--- src/source/physics_pkg.sv ---
package physics_pkg;

	// Word and field widths
	localparam int FIX_WIDTH = 32;
	localparam int FRAC_BITS = 16; // Q16.16
	localparam int DIV_WIDTH = 32;
	localparam int MASS_WIDTH = 16;
	localparam int JOY_WIDTH = 9; // Centred joystick, signed
	localparam int WALL_BITS = 5;
	localparam int WB_ADR_WIDTH = 3;

	localparam int TICK_CYCLES = 64; // Clocks per physics step
	localparam int MOVE_SHIFT = 10;

	// Controller decoding
	localparam int JOY_CENTER = 128;
	localparam int JOY_UP_MIN = 240;
	localparam int JOY_DOWN_MAX = 15;
	localparam int JUMP_BUTTON = 24;

	// Collision flag positions
	localparam int WALL_UP = 0;
	localparam int WALL_DOWN = 1;
	localparam int WALL_RIGHT = 2;
	localparam int WALL_LEFT = 3;
	localparam int WALL_PLATFORM = 4;

	typedef logic signed [FIX_WIDTH-1:0] fix_t;

	localparam fix_t KNOCK_LIFT = 32'sh0008_0000; // 8.0
	localparam int KNOCK_FRAC = 8; // Knockback halves are Q8.8

	// Register word addresses
	localparam logic [WB_ADR_WIDTH-1:0] REG_MASS = WB_ADR_WIDTH'(0);
	localparam logic [WB_ADR_WIDTH-1:0] REG_GRAVITY = WB_ADR_WIDTH'(1);
	localparam logic [WB_ADR_WIDTH-1:0] REG_JUMP = WB_ADR_WIDTH'(2);
	localparam logic [WB_ADR_WIDTH-1:0] REG_START = WB_ADR_WIDTH'(3);
	localparam logic [WB_ADR_WIDTH-1:0] REG_CONTROL = WB_ADR_WIDTH'(4);
	localparam logic [WB_ADR_WIDTH-1:0] REG_POSITION = WB_ADR_WIDTH'(5);
	localparam logic [WB_ADR_WIDTH-1:0] REG_VEL_X = WB_ADR_WIDTH'(6);
	localparam logic [WB_ADR_WIDTH-1:0] REG_VEL_Y = WB_ADR_WIDTH'(7);

	localparam int CTRL_FREEZE = 0;
	localparam int CTRL_RELOAD = 1;

	typedef enum logic [1:0] {IDLE, DIV_X, DIV_JUMP, UPDATE} integ_state_t;

	// Integer parts of X and Y side by side
	function automatic logic [31:0] pack_position(input fix_t x, input fix_t y);
		return {x[FIX_WIDTH-1:FRAC_BITS], y[FIX_WIDTH-1:FRAC_BITS]};
	endfunction

endpackage
--- src/source/param_if.sv ---
interface param_if;
	import physics_pkg::*;

	// Tuning constants and controls
	logic [MASS_WIDTH-1:0] mass;
	fix_t gravity;
	fix_t jump_impulse;
	logic [31:0] start_position; // X integer high, Y integer low
	logic freeze;
	logic reload; // Single cycle pulse

	// Physics state for readback
	fix_t pos_x;
	fix_t pos_y;
	fix_t vel_x;
	fix_t vel_y;

	modport integrator (
		input mass, gravity, jump_impulse, start_position, freeze, reload,
		output pos_x, pos_y, vel_x, vel_y
	);

	modport register (
		output mass, gravity, jump_impulse, start_position, freeze, reload,
		input pos_x, pos_y, vel_x, vel_y
	);

endinterface

--- src/source/motion_if.sv ---
interface motion_if;
	import physics_pkg::*;

	logic signed [JOY_WIDTH-1:0] move_x; // Joystick minus rest value
	logic signed [JOY_WIDTH-1:0] move_y;
	logic jump_req; // Held until a step finishes
	logic drop_thru; // Stick pushed down

	modport source (
		output move_x,
		output move_y,
		output jump_req,
		output drop_thru
	);

	modport sink (
		input move_x,
		input move_y,
		input jump_req,
		input drop_thru
	);

endinterface

--- src/source/physics_coprocessor.sv ---
module physics_coprocessor (
	input logic clock,
	input logic reset,
	input logic [31:0] controller_in,
	input logic [physics_pkg::WALL_BITS-1:0] wall,
	input logic [31:0] knockback_in,
	input logic attack_in,
	input logic wb_cyc,
	input logic wb_stb,
	input logic wb_we,
	input logic [physics_pkg::WB_ADR_WIDTH-1:0] wb_adr,
	input logic [31:0] wb_dat_w,
	output logic [31:0] wb_dat_r,
	output logic wb_ack,
	output logic [31:0] position, // X integer high, Y integer low
	output logic step_done
);
	import physics_pkg::*;

	motion_if cmd_bus ();
	param_if param_bus ();

	controller_decode u_decode (
		.clock(clock),
		.reset(reset),
		.controller_in(controller_in),
		.cmd(cmd_bus.source),
		.step_done(step_done)
	);

	motion_integrator u_integrator (
		.clock(clock),
		.reset(reset),
		.cmd(cmd_bus.sink),
		.params(param_bus.integrator),
		.wall(wall),
		.knockback_in(knockback_in),
		.attack_in(attack_in),
		.step_done(step_done)
	);

	wb_register_file u_regs (
		.clock(clock),
		.reset(reset),
		.wb_cyc(wb_cyc),
		.wb_stb(wb_stb),
		.wb_we(wb_we),
		.wb_adr(wb_adr),
		.wb_dat_w(wb_dat_w),
		.wb_dat_r(wb_dat_r),
		.wb_ack(wb_ack),
		.params(param_bus.register)
	);

	// Same packing as the status register
	assign position = pack_position(param_bus.pos_x, param_bus.pos_y);

endmodule

--- src/source/wb_register_file.sv ---
module wb_register_file (
	input logic clock,
	input logic reset,
	input logic wb_cyc,
	input logic wb_stb,
	input logic wb_we,
	input logic [physics_pkg::WB_ADR_WIDTH-1:0] wb_adr,
	input logic [31:0] wb_dat_w,
	output logic [31:0] wb_dat_r,
	output logic wb_ack,
	param_if.register params
);
	import physics_pkg::*;

	logic request;
	logic accept;
	logic served; // Strobe already answered

	assign request = wb_cyc & wb_stb;
	assign accept = request & ~wb_ack & ~served;

	always_ff @(posedge clock) begin
		if (reset) begin
			wb_ack <= 1'b0;
			served <= 1'b0;
			params.mass <= MASS_WIDTH'(1);
			params.gravity <= '0;
			params.jump_impulse <= '0;
			params.start_position <= '0;
			params.freeze <= 1'b0;
			params.reload <= 1'b0;
		end else begin
			wb_ack <= accept;
			served <= request & (served | wb_ack); // Held until stb drops
			params.reload <= 1'b0;
			if (accept && wb_we) begin
				case (wb_adr)
					REG_MASS: params.mass <= wb_dat_w[MASS_WIDTH-1:0];
					REG_GRAVITY: params.gravity <= wb_dat_w;
					REG_JUMP: params.jump_impulse <= wb_dat_w;
					REG_START: params.start_position <= wb_dat_w;
					REG_CONTROL: begin
						params.freeze <= wb_dat_w[CTRL_FREEZE];
						params.reload <= wb_dat_w[CTRL_RELOAD];
					end
					default: ; // Status words ignore writes
				endcase
			end
		end
	end

	// Read mux, sampled by the master with ack
	always_comb begin
		case (wb_adr)
			REG_MASS: wb_dat_r = 32'(params.mass);
			REG_GRAVITY: wb_dat_r = params.gravity;
			REG_JUMP: wb_dat_r = params.jump_impulse;
			REG_START: wb_dat_r = params.start_position;
			REG_POSITION: wb_dat_r = pack_position(params.pos_x, params.pos_y);
			REG_VEL_X: wb_dat_r = params.vel_x;
			REG_VEL_Y: wb_dat_r = params.vel_y;
			default: wb_dat_r = '0; // Control reads back as zero
		endcase
	end

	a_ack_in_cycle: assert property (@(posedge clock) disable iff (reset)
		wb_ack |-> wb_cyc && wb_stb);

endmodule

--- src/source/motion_integrator.sv ---
module motion_integrator (
	input logic clock,
	input logic reset,
	motion_if.sink cmd,
	param_if.integrator params,
	input logic [physics_pkg::WALL_BITS-1:0] wall,
	input logic [31:0] knockback_in,
	input logic attack_in,
	output logic step_done
);
	import physics_pkg::*;

	integ_state_t state;
	logic [$clog2(TICK_CYCLES)-1:0] tick_count;
	logic tick;
	logic step_start;

	// Sampled at the start of a step
	logic [WALL_BITS-1:0] wall_s;
	logic [31:0] knock_s;
	logic attack_s;
	logic jump_s;
	logic drop_s;
	logic freeze_s;
	logic reload_s;
	fix_t gravity_s;
	fix_t jump_imp_s;
	logic [MASS_WIDTH-1:0] mass_s;
	logic [31:0] start_s;

	logic reload_pend;
	logic attack_prev;
	fix_t target_x;
	fix_t jump_vel;
	fix_t pos_x;
	fix_t pos_y;
	fix_t vel_x;
	fix_t vel_y;
	fix_t vx_next;
	fix_t vy_next;
	fix_t knock_x;
	fix_t knock_y;
	fix_t move_dividend;
	logic grounded;
	logic attack_rise;
	logic take_jump;

	logic div_start;
	logic div_done;
	fix_t div_dividend;
	fix_t div_quotient;
	logic [MASS_WIDTH-1:0] div_divisor;

	assign tick = tick_count == TICK_CYCLES - 1;
	assign step_start = tick && state == IDLE; // Busy ticks are lost

	assign grounded = wall_s[WALL_DOWN] | (wall_s[WALL_PLATFORM] & ~drop_s);
	assign attack_rise = attack_s & ~attack_prev;
	assign take_jump = grounded & jump_s;

	// Q8.8 halves widened to Q16.16
	assign knock_x = fix_t'($signed(knock_s[31:16])) <<< (FRAC_BITS - KNOCK_FRAC);
	assign knock_y = fix_t'($signed(knock_s[15:0])) <<< (FRAC_BITS - KNOCK_FRAC);

	assign move_dividend = fix_t'(cmd.move_x) <<< MOVE_SHIFT;
	assign div_start = step_start || (state == DIV_X && div_done && take_jump);
	assign div_dividend = (state == IDLE) ? move_dividend : jump_imp_s;
	assign div_divisor = (state == IDLE) ? params.mass : mass_s;

	signed_divider u_divider (
		.clock(clock),
		.reset(reset),
		.start(div_start),
		.dividend(div_dividend),
		.divisor(div_divisor),
		.quotient(div_quotient),
		.busy(),
		.done(div_done)
	);

	always_comb begin
		vx_next = vel_x;
		vy_next = vel_y;
		if (attack_s) begin
			vx_next = knock_x; // First and held attack tick alike
			vy_next = knock_y;
		end else if (!grounded) begin
			if (vel_x < target_x)
				vx_next = vel_x + fix_t'(1);
			else if (vel_x > target_x)
				vx_next = vel_x - fix_t'(1);
			vy_next = vel_y - gravity_s;
		end else begin
			vx_next = target_x;
			vy_next = jump_s ? jump_vel : '0;
		end
		// Walls stop motion into them
		if (wall_s[WALL_LEFT] && vx_next < 0)
			vx_next = '0;
		if (wall_s[WALL_RIGHT] && vx_next > 0)
			vx_next = '0;
		if (wall_s[WALL_UP] && vy_next > 0)
			vy_next = '0;
	end

	always_ff @(posedge clock) begin
		if (step_start) begin
			wall_s <= wall;
			knock_s <= knockback_in;
			attack_s <= attack_in;
			jump_s <= cmd.jump_req;
			drop_s <= cmd.drop_thru;
			freeze_s <= params.freeze;
			reload_s <= reload_pend | params.reload;
			gravity_s <= params.gravity;
			jump_imp_s <= params.jump_impulse;
			mass_s <= params.mass;
			start_s <= params.start_position;
		end
		if (state == DIV_X && div_done)
			target_x <= div_quotient;
		if (state == DIV_JUMP && div_done)
			jump_vel <= div_quotient;
	end

	always_ff @(posedge clock) begin
		if (reset) begin
			state <= IDLE;
			tick_count <= '0;
			step_done <= 1'b0;
			reload_pend <= 1'b0;
			attack_prev <= 1'b0;
			vel_x <= '0;
			vel_y <= '0;
			pos_x <= fix_t'({params.start_position[31:16], {FRAC_BITS{1'b0}}});
			pos_y <= fix_t'({params.start_position[15:0], {FRAC_BITS{1'b0}}});
		end else begin
			tick_count <= tick_count + 1'b1;
			step_done <= state == UPDATE;
			if (step_start)
				reload_pend <= 1'b0;
			else if (params.reload)
				reload_pend <= 1'b1; // Waits for the next step
			case (state)
				IDLE: if (tick) state <= DIV_X;
				DIV_X: if (div_done) state <= take_jump ? DIV_JUMP : UPDATE;
				DIV_JUMP: if (div_done) state <= UPDATE;
				default: state <= IDLE;
			endcase
			if (state == UPDATE && !freeze_s) begin
				attack_prev <= attack_s;
				if (reload_s) begin
					vel_x <= '0;
					vel_y <= '0;
					pos_x <= fix_t'({start_s[31:16], {FRAC_BITS{1'b0}}});
					pos_y <= fix_t'({start_s[15:0], {FRAC_BITS{1'b0}}});
				end else begin
					vel_x <= vx_next;
					vel_y <= vy_next;
					pos_x <= pos_x + vx_next;
					// Attack start also lifts the character
					pos_y <= pos_y + vy_next + (attack_rise ? KNOCK_LIFT : fix_t'(0));
				end
			end
		end
	end

	assign params.pos_x = pos_x;
	assign params.pos_y = pos_y;
	assign params.vel_x = vel_x;
	assign params.vel_y = vel_y;

	// Divider results only arrive while a division is awaited
	a_done_awaited: assert property (@(posedge clock) disable iff (reset)
		div_done |-> state == DIV_X || state == DIV_JUMP);

endmodule

--- src/source/signed_divider.sv ---
module signed_divider (
	input logic clock,
	input logic reset,
	input logic start,
	input physics_pkg::fix_t dividend,
	input logic [physics_pkg::MASS_WIDTH-1:0] divisor,
	output physics_pkg::fix_t quotient,
	output logic busy,
	output logic done
);
	import physics_pkg::*;

	logic [DIV_WIDTH-1:0] work; // Dividend magnitude, quotient bits shift in
	logic [MASS_WIDTH-1:0] rem;
	logic [MASS_WIDTH-1:0] dvs;
	logic negative;
	logic [$clog2(DIV_WIDTH):0] count;
	logic [MASS_WIDTH:0] shifted;
	logic [MASS_WIDTH+1:0] trial;

	// One restoring step
	assign shifted = {rem, work[DIV_WIDTH-1]};
	assign trial = {1'b0, shifted} - {2'b00, dvs};

	always_ff @(posedge clock) begin
		if (reset) begin
			busy <= 1'b0;
			done <= 1'b0;
			count <= '0;
		end else begin
			done <= 1'b0;
			if (start) begin
				busy <= 1'b1;
				count <= '0;
			end else if (busy) begin
				if (count == DIV_WIDTH) begin
					busy <= 1'b0; // Sign fixup cycle
					done <= 1'b1;
				end else begin
					count <= count + 1'b1;
				end
			end
		end
	end

	always_ff @(posedge clock) begin
		if (start) begin
			work <= dividend[DIV_WIDTH-1] ? -dividend : dividend;
			rem <= '0;
			dvs <= (divisor == '0) ? MASS_WIDTH'(1) : divisor; // Zero acts as one
			negative <= dividend[DIV_WIDTH-1];
		end else if (busy && count != DIV_WIDTH) begin
			if (trial[MASS_WIDTH+1]) begin
				rem <= shifted[MASS_WIDTH-1:0]; // Restore
				work <= {work[DIV_WIDTH-2:0], 1'b0};
			end else begin
				rem <= trial[MASS_WIDTH-1:0];
				work <= {work[DIV_WIDTH-2:0], 1'b1};
			end
		end else if (busy) begin
			// Truncates toward zero
			quotient <= negative ? -fix_t'(work) : fix_t'(work);
		end
	end

	// The integrator only starts a division once the last one finished
	a_no_restart: assert property (@(posedge clock) disable iff (reset)
		busy |-> !start);

endmodule

--- src/source/controller_decode.sv ---
module controller_decode (
	input logic clock,
	input logic reset,
	input logic [31:0] controller_in,
	motion_if.source cmd,
	input logic step_done
);
	import physics_pkg::*;

	logic [7:0] joy_x;
	logic [7:0] joy_y;
	logic jump_cond;
	logic jump_prev; // Jump condition one cycle back

	assign joy_x = controller_in[15:8];
	assign joy_y = controller_in[7:0];

	// Raw joystick runs 0 to 255 with rest at the centre
	assign cmd.move_x = {1'b0, joy_x} - JOY_WIDTH'(JOY_CENTER);
	assign cmd.move_y = {1'b0, joy_y} - JOY_WIDTH'(JOY_CENTER);

	assign cmd.drop_thru = joy_y <= 8'(JOY_DOWN_MAX);

	// Button or stick held up
	assign jump_cond = controller_in[JUMP_BUTTON] | (joy_y >= 8'(JOY_UP_MIN));

	always_ff @(posedge clock) begin
		if (reset) begin
			jump_prev <= 1'b0;
			cmd.jump_req <= 1'b0;
		end else begin
			jump_prev <= jump_cond;
			if (step_done)
				cmd.jump_req <= 1'b0; // Step has used it
			else if (jump_cond && !jump_prev)
				cmd.jump_req <= 1'b1; // New press only
		end
	end

	// One finished step clears the request with a single pulse
	a_done_pulse: assert property (@(posedge clock) disable iff (reset)
		step_done |=> !step_done);

endmodule

--- config.mk ---
export PLATFORM = sky130hd
export DESIGN_NAME = physics_coprocessor
export DESIGN_NICKNAME = d
export VERILOG_FILES = /design/src/source/physics_pkg.sv /design/src/source/param_if.sv /design/src/source/motion_if.sv /design/src/source/physics_coprocessor.sv /design/src/source/wb_register_file.sv /design/src/source/motion_integrator.sv /design/src/source/signed_divider.sv /design/src/source/controller_decode.sv
export SDC_FILE = /design/constraint.sdc
export NUM_CORES = 1
export LEC_CHECK = 0
export BUFFER_PORTS_ARGS = -buffer_cell sky130_fd_sc_hd__buf_4
export CAP_MARGIN = 20
export CORE_MARGIN = 2
export CORE_UTILIZATION = 45
export CTS_BUF_LIST = sky130_fd_sc_hd__clkbuf_8
export CTS_CLUSTER_DIAMETER = 30
export CTS_CLUSTER_SIZE = 14
export DETAILED_ROUTE_END_ITERATION = 16
export GPL_ROUTABILITY_DRIVEN = 0
export PLACE_DENSITY = 0.7
export SLEW_MARGIN = 20
export SYNTH_ARGS = -nofsm -noshare
export SYNTH_HDL_FRONTEND = slang
export SYNTH_HIERARCHICAL = 1
export SYNTH_SLANG_ARGS = --single-unit
--- constraint.sdc ---
create_clock -name clock -period 25.4 [get_ports clock]
set_clock_uncertainty 0.15 [all_clocks]
set_input_delay 5.08 -clock clock [delete_from_list [all_inputs] [get_ports clock]]
set_output_delay 5.08 -clock clock [all_outputs]
set_load 0.1 [all_outputs]
==> metrics.txt <==
Wirelength per Cell roughly 24 um; average instance area after synthesis ~10 um^2; worst-skew pair later-pin latency 0.80 ns; initial cell density of the core 0.453; time the worst path needs with I/O delays and setup 12.78 ns; DIE HEIGHT around 280 um; wire length of the first global-routing pass roughly 160000 um; critical path endpoint category output pin; post-CTS sizing 0; detailed-route via count 27840; share of post-route cells with drive strength above 1 0.156; Pwr Density 64.0 nW/um^2; count of pins over their slew limit 0; Top Ports 176; DRT Wirelength 109000 um; count of endpoints failing hold in the final timing report 0; routed via count divided by cell count 6.10; area added between synthesis and finish 14.7%; logic depth of the worst register-to-register path 49; area of the mapped netlist 33600 um^2; number of buffers inserted to repair setup after CTS 0; met1 track utilization from global routing 0.386; placed cells roughly 4300; maximum buffer depth of the clock tree 3; post-route clock period utilization 0.503; area of the core 74100 um^2; data arrival time of the critical path 7.55 ns; status complete, no violations; static leakage 15.7 nW; HP Class reg2reg; root buffer cell clkbuf_8; Layout Cells excl Fill 4563; synthesized netlist net count 3643; worst hold path depth 0; # hold bufs at CTS 0; x dimension of the die 277 um; total clock buffers created by CTS 131; clock transition at the register clock pins on the worst setup and hold paths after CTS roughly 0.06 ns; instance count of the mapped netlist approximately 3400; number of max-cap violations 0; GRT Residual Overflow 0; Worst Path Max Fanout 59; required time of the worst setup path 20.17 ns; most crowded layer after global routing met2; Residual DRC 0; die area approximately 77000 um^2; M2 GR Usage 0.409; worst setup path class in2out; met3 routing resource usage after global routing 0.0652; setup repair after global routing missed its margin no; Port-buffer cells 156; Hold Worst Slack 0.285 ns; category of the worst setup path launch point primary input; initial antenna violation count 2; largest net degree at the start of global routing 157; max frequency around 78 MHz; starting DRC count in detailed routing 3500; number of iterations in the first detailed-routing pass 6; Least-Margin Pin Slew 1.10 ns; total routing usage reported by global routing 0.277; Rows 100; Detail Placement HPWL 78900 um; H-tree levels 4; CTS tree built; Final nets ~3800; synthesis warning total 6; Detail Route Antenna Nets 0; total negative setup slack 0 ns; setup violation total in the final timing report 0; worst voltage drop across the vdd grid 0.0509 mV; number of clock sinks seen by CTS between 500 and 600; relative slew slack 0.248; vias in the first global route 26002
## state kept, by name (all words and copies together) (netlist names), 6 cells and up
signal                           cells
u_integrator/u_divider/rem          16
u_integrator/params.pos_x           32
u_regs/params.mass                  16
u_integrator/u_divider/dvs          16
u_integrator/start_s                32
u_integrator/gravity_s              32
u_regs/params.jump_impulse          32
u_regs/params.gravity               32
u_integrator/knock_s                32
u_integrator/u_divider/count         6
u_integrator/params.vel_y           32
u_integrator/u_divider/work         32
u_integrator/jump_vel               32
u_integrator/tick_count              6
u_integrator/u_divider/quotient     32
u_integrator/params.vel_x           32
u_integrator/params.pos_y           32
u_integrator/target_x               32
u_integrator/jump_imp_s             32
u_regs/params.start_position        32
u_integrator/mass_s                 16
## cells in the final DEF (no fill, tap or decap), types with 77 or more instances in the layout
| cell type | instances |
|---|---|
| buf_4 | 187 |
| xor2_1 | 77 |
| edfxtp_1 | 331 |
| nand3_1 | 87 |
| xnor2_1 | 108 |
| nor2_1 | 210 |
| mux2i_1 | 173 |
| nand2b_1 | 170 |
| o21ai_0 | 184 |
| clkbuf_8 | 139 |
| dfxtp_1 | 249 |
| ha_1 | 166 |
| inv_1 | 176 |
| a21oi_1 | 164 |
| nand2_1 | 245 |
## power breakdown
part	switching, mW	internal [mW]	leakage (nW)
combinational	0.142	0.0772	8.84
sequential	0.0119	0.995	5.25
clock	0.495	0.743	1.59
## metal layers
metal / vias to the layer above / part of all wire
li1: 12586 / -
met1: 13413 / 0.42
met2: 1601 / 0.43
met3: 240 / 0.12
met4: 0 / 0.042
met5: - / 0
## path summary, 6_finish.rpt
check / end / start / slack, ns
setup / recovery: wb_dat_r[4] / wb_adr[0] / 12.62
setup reg to reg: u_integrator/params.pos_y[30] / u_integrator/params.vel_y[0] / 13.44
hold reg to reg: u_integrator/jump_vel[19] / u_integrator/u_divider/quotient[19] / 0.28
hold / removal: u_integrator/jump_vel[19] / u_integrator/u_divider/quotient[19] / 0.28
## worst max-delay path, stage by stage
cell and delay (ns):
buf_4 0.64, and3b_1 0.94, a22oi_1 0.25, nand3_1 0.23
buf_4 0.33
## final cells by class
cell class / instances / area [um^2]
diodes: 1 / 2.50
clock inverters: 102 / 1190
multi-input cells: 2418 / 17200
repair buffers: 189 / 1440
well taps: 969 / 1210
inverters: 165 / 619
flip-flops and latches: 580 / 14900
clock buffers: 139 / 1910
fillers: 6649 / 35600
## metrics by stage
step	worst slack (ns)	power, mW	cell area [um^2]	util
finish	12.62	2.46	38500	0.520
detailed placement	12.70	1.24	35400	0.478
global route	12.57	2.54	38500	0.520
global placement	12.72	1.24	35400	0.477
CTS	12.70	2.48	38500	0.520
floorplan	12.35	1.18	33600	-
Note: power is estimated with default switching activity, not from simulation.
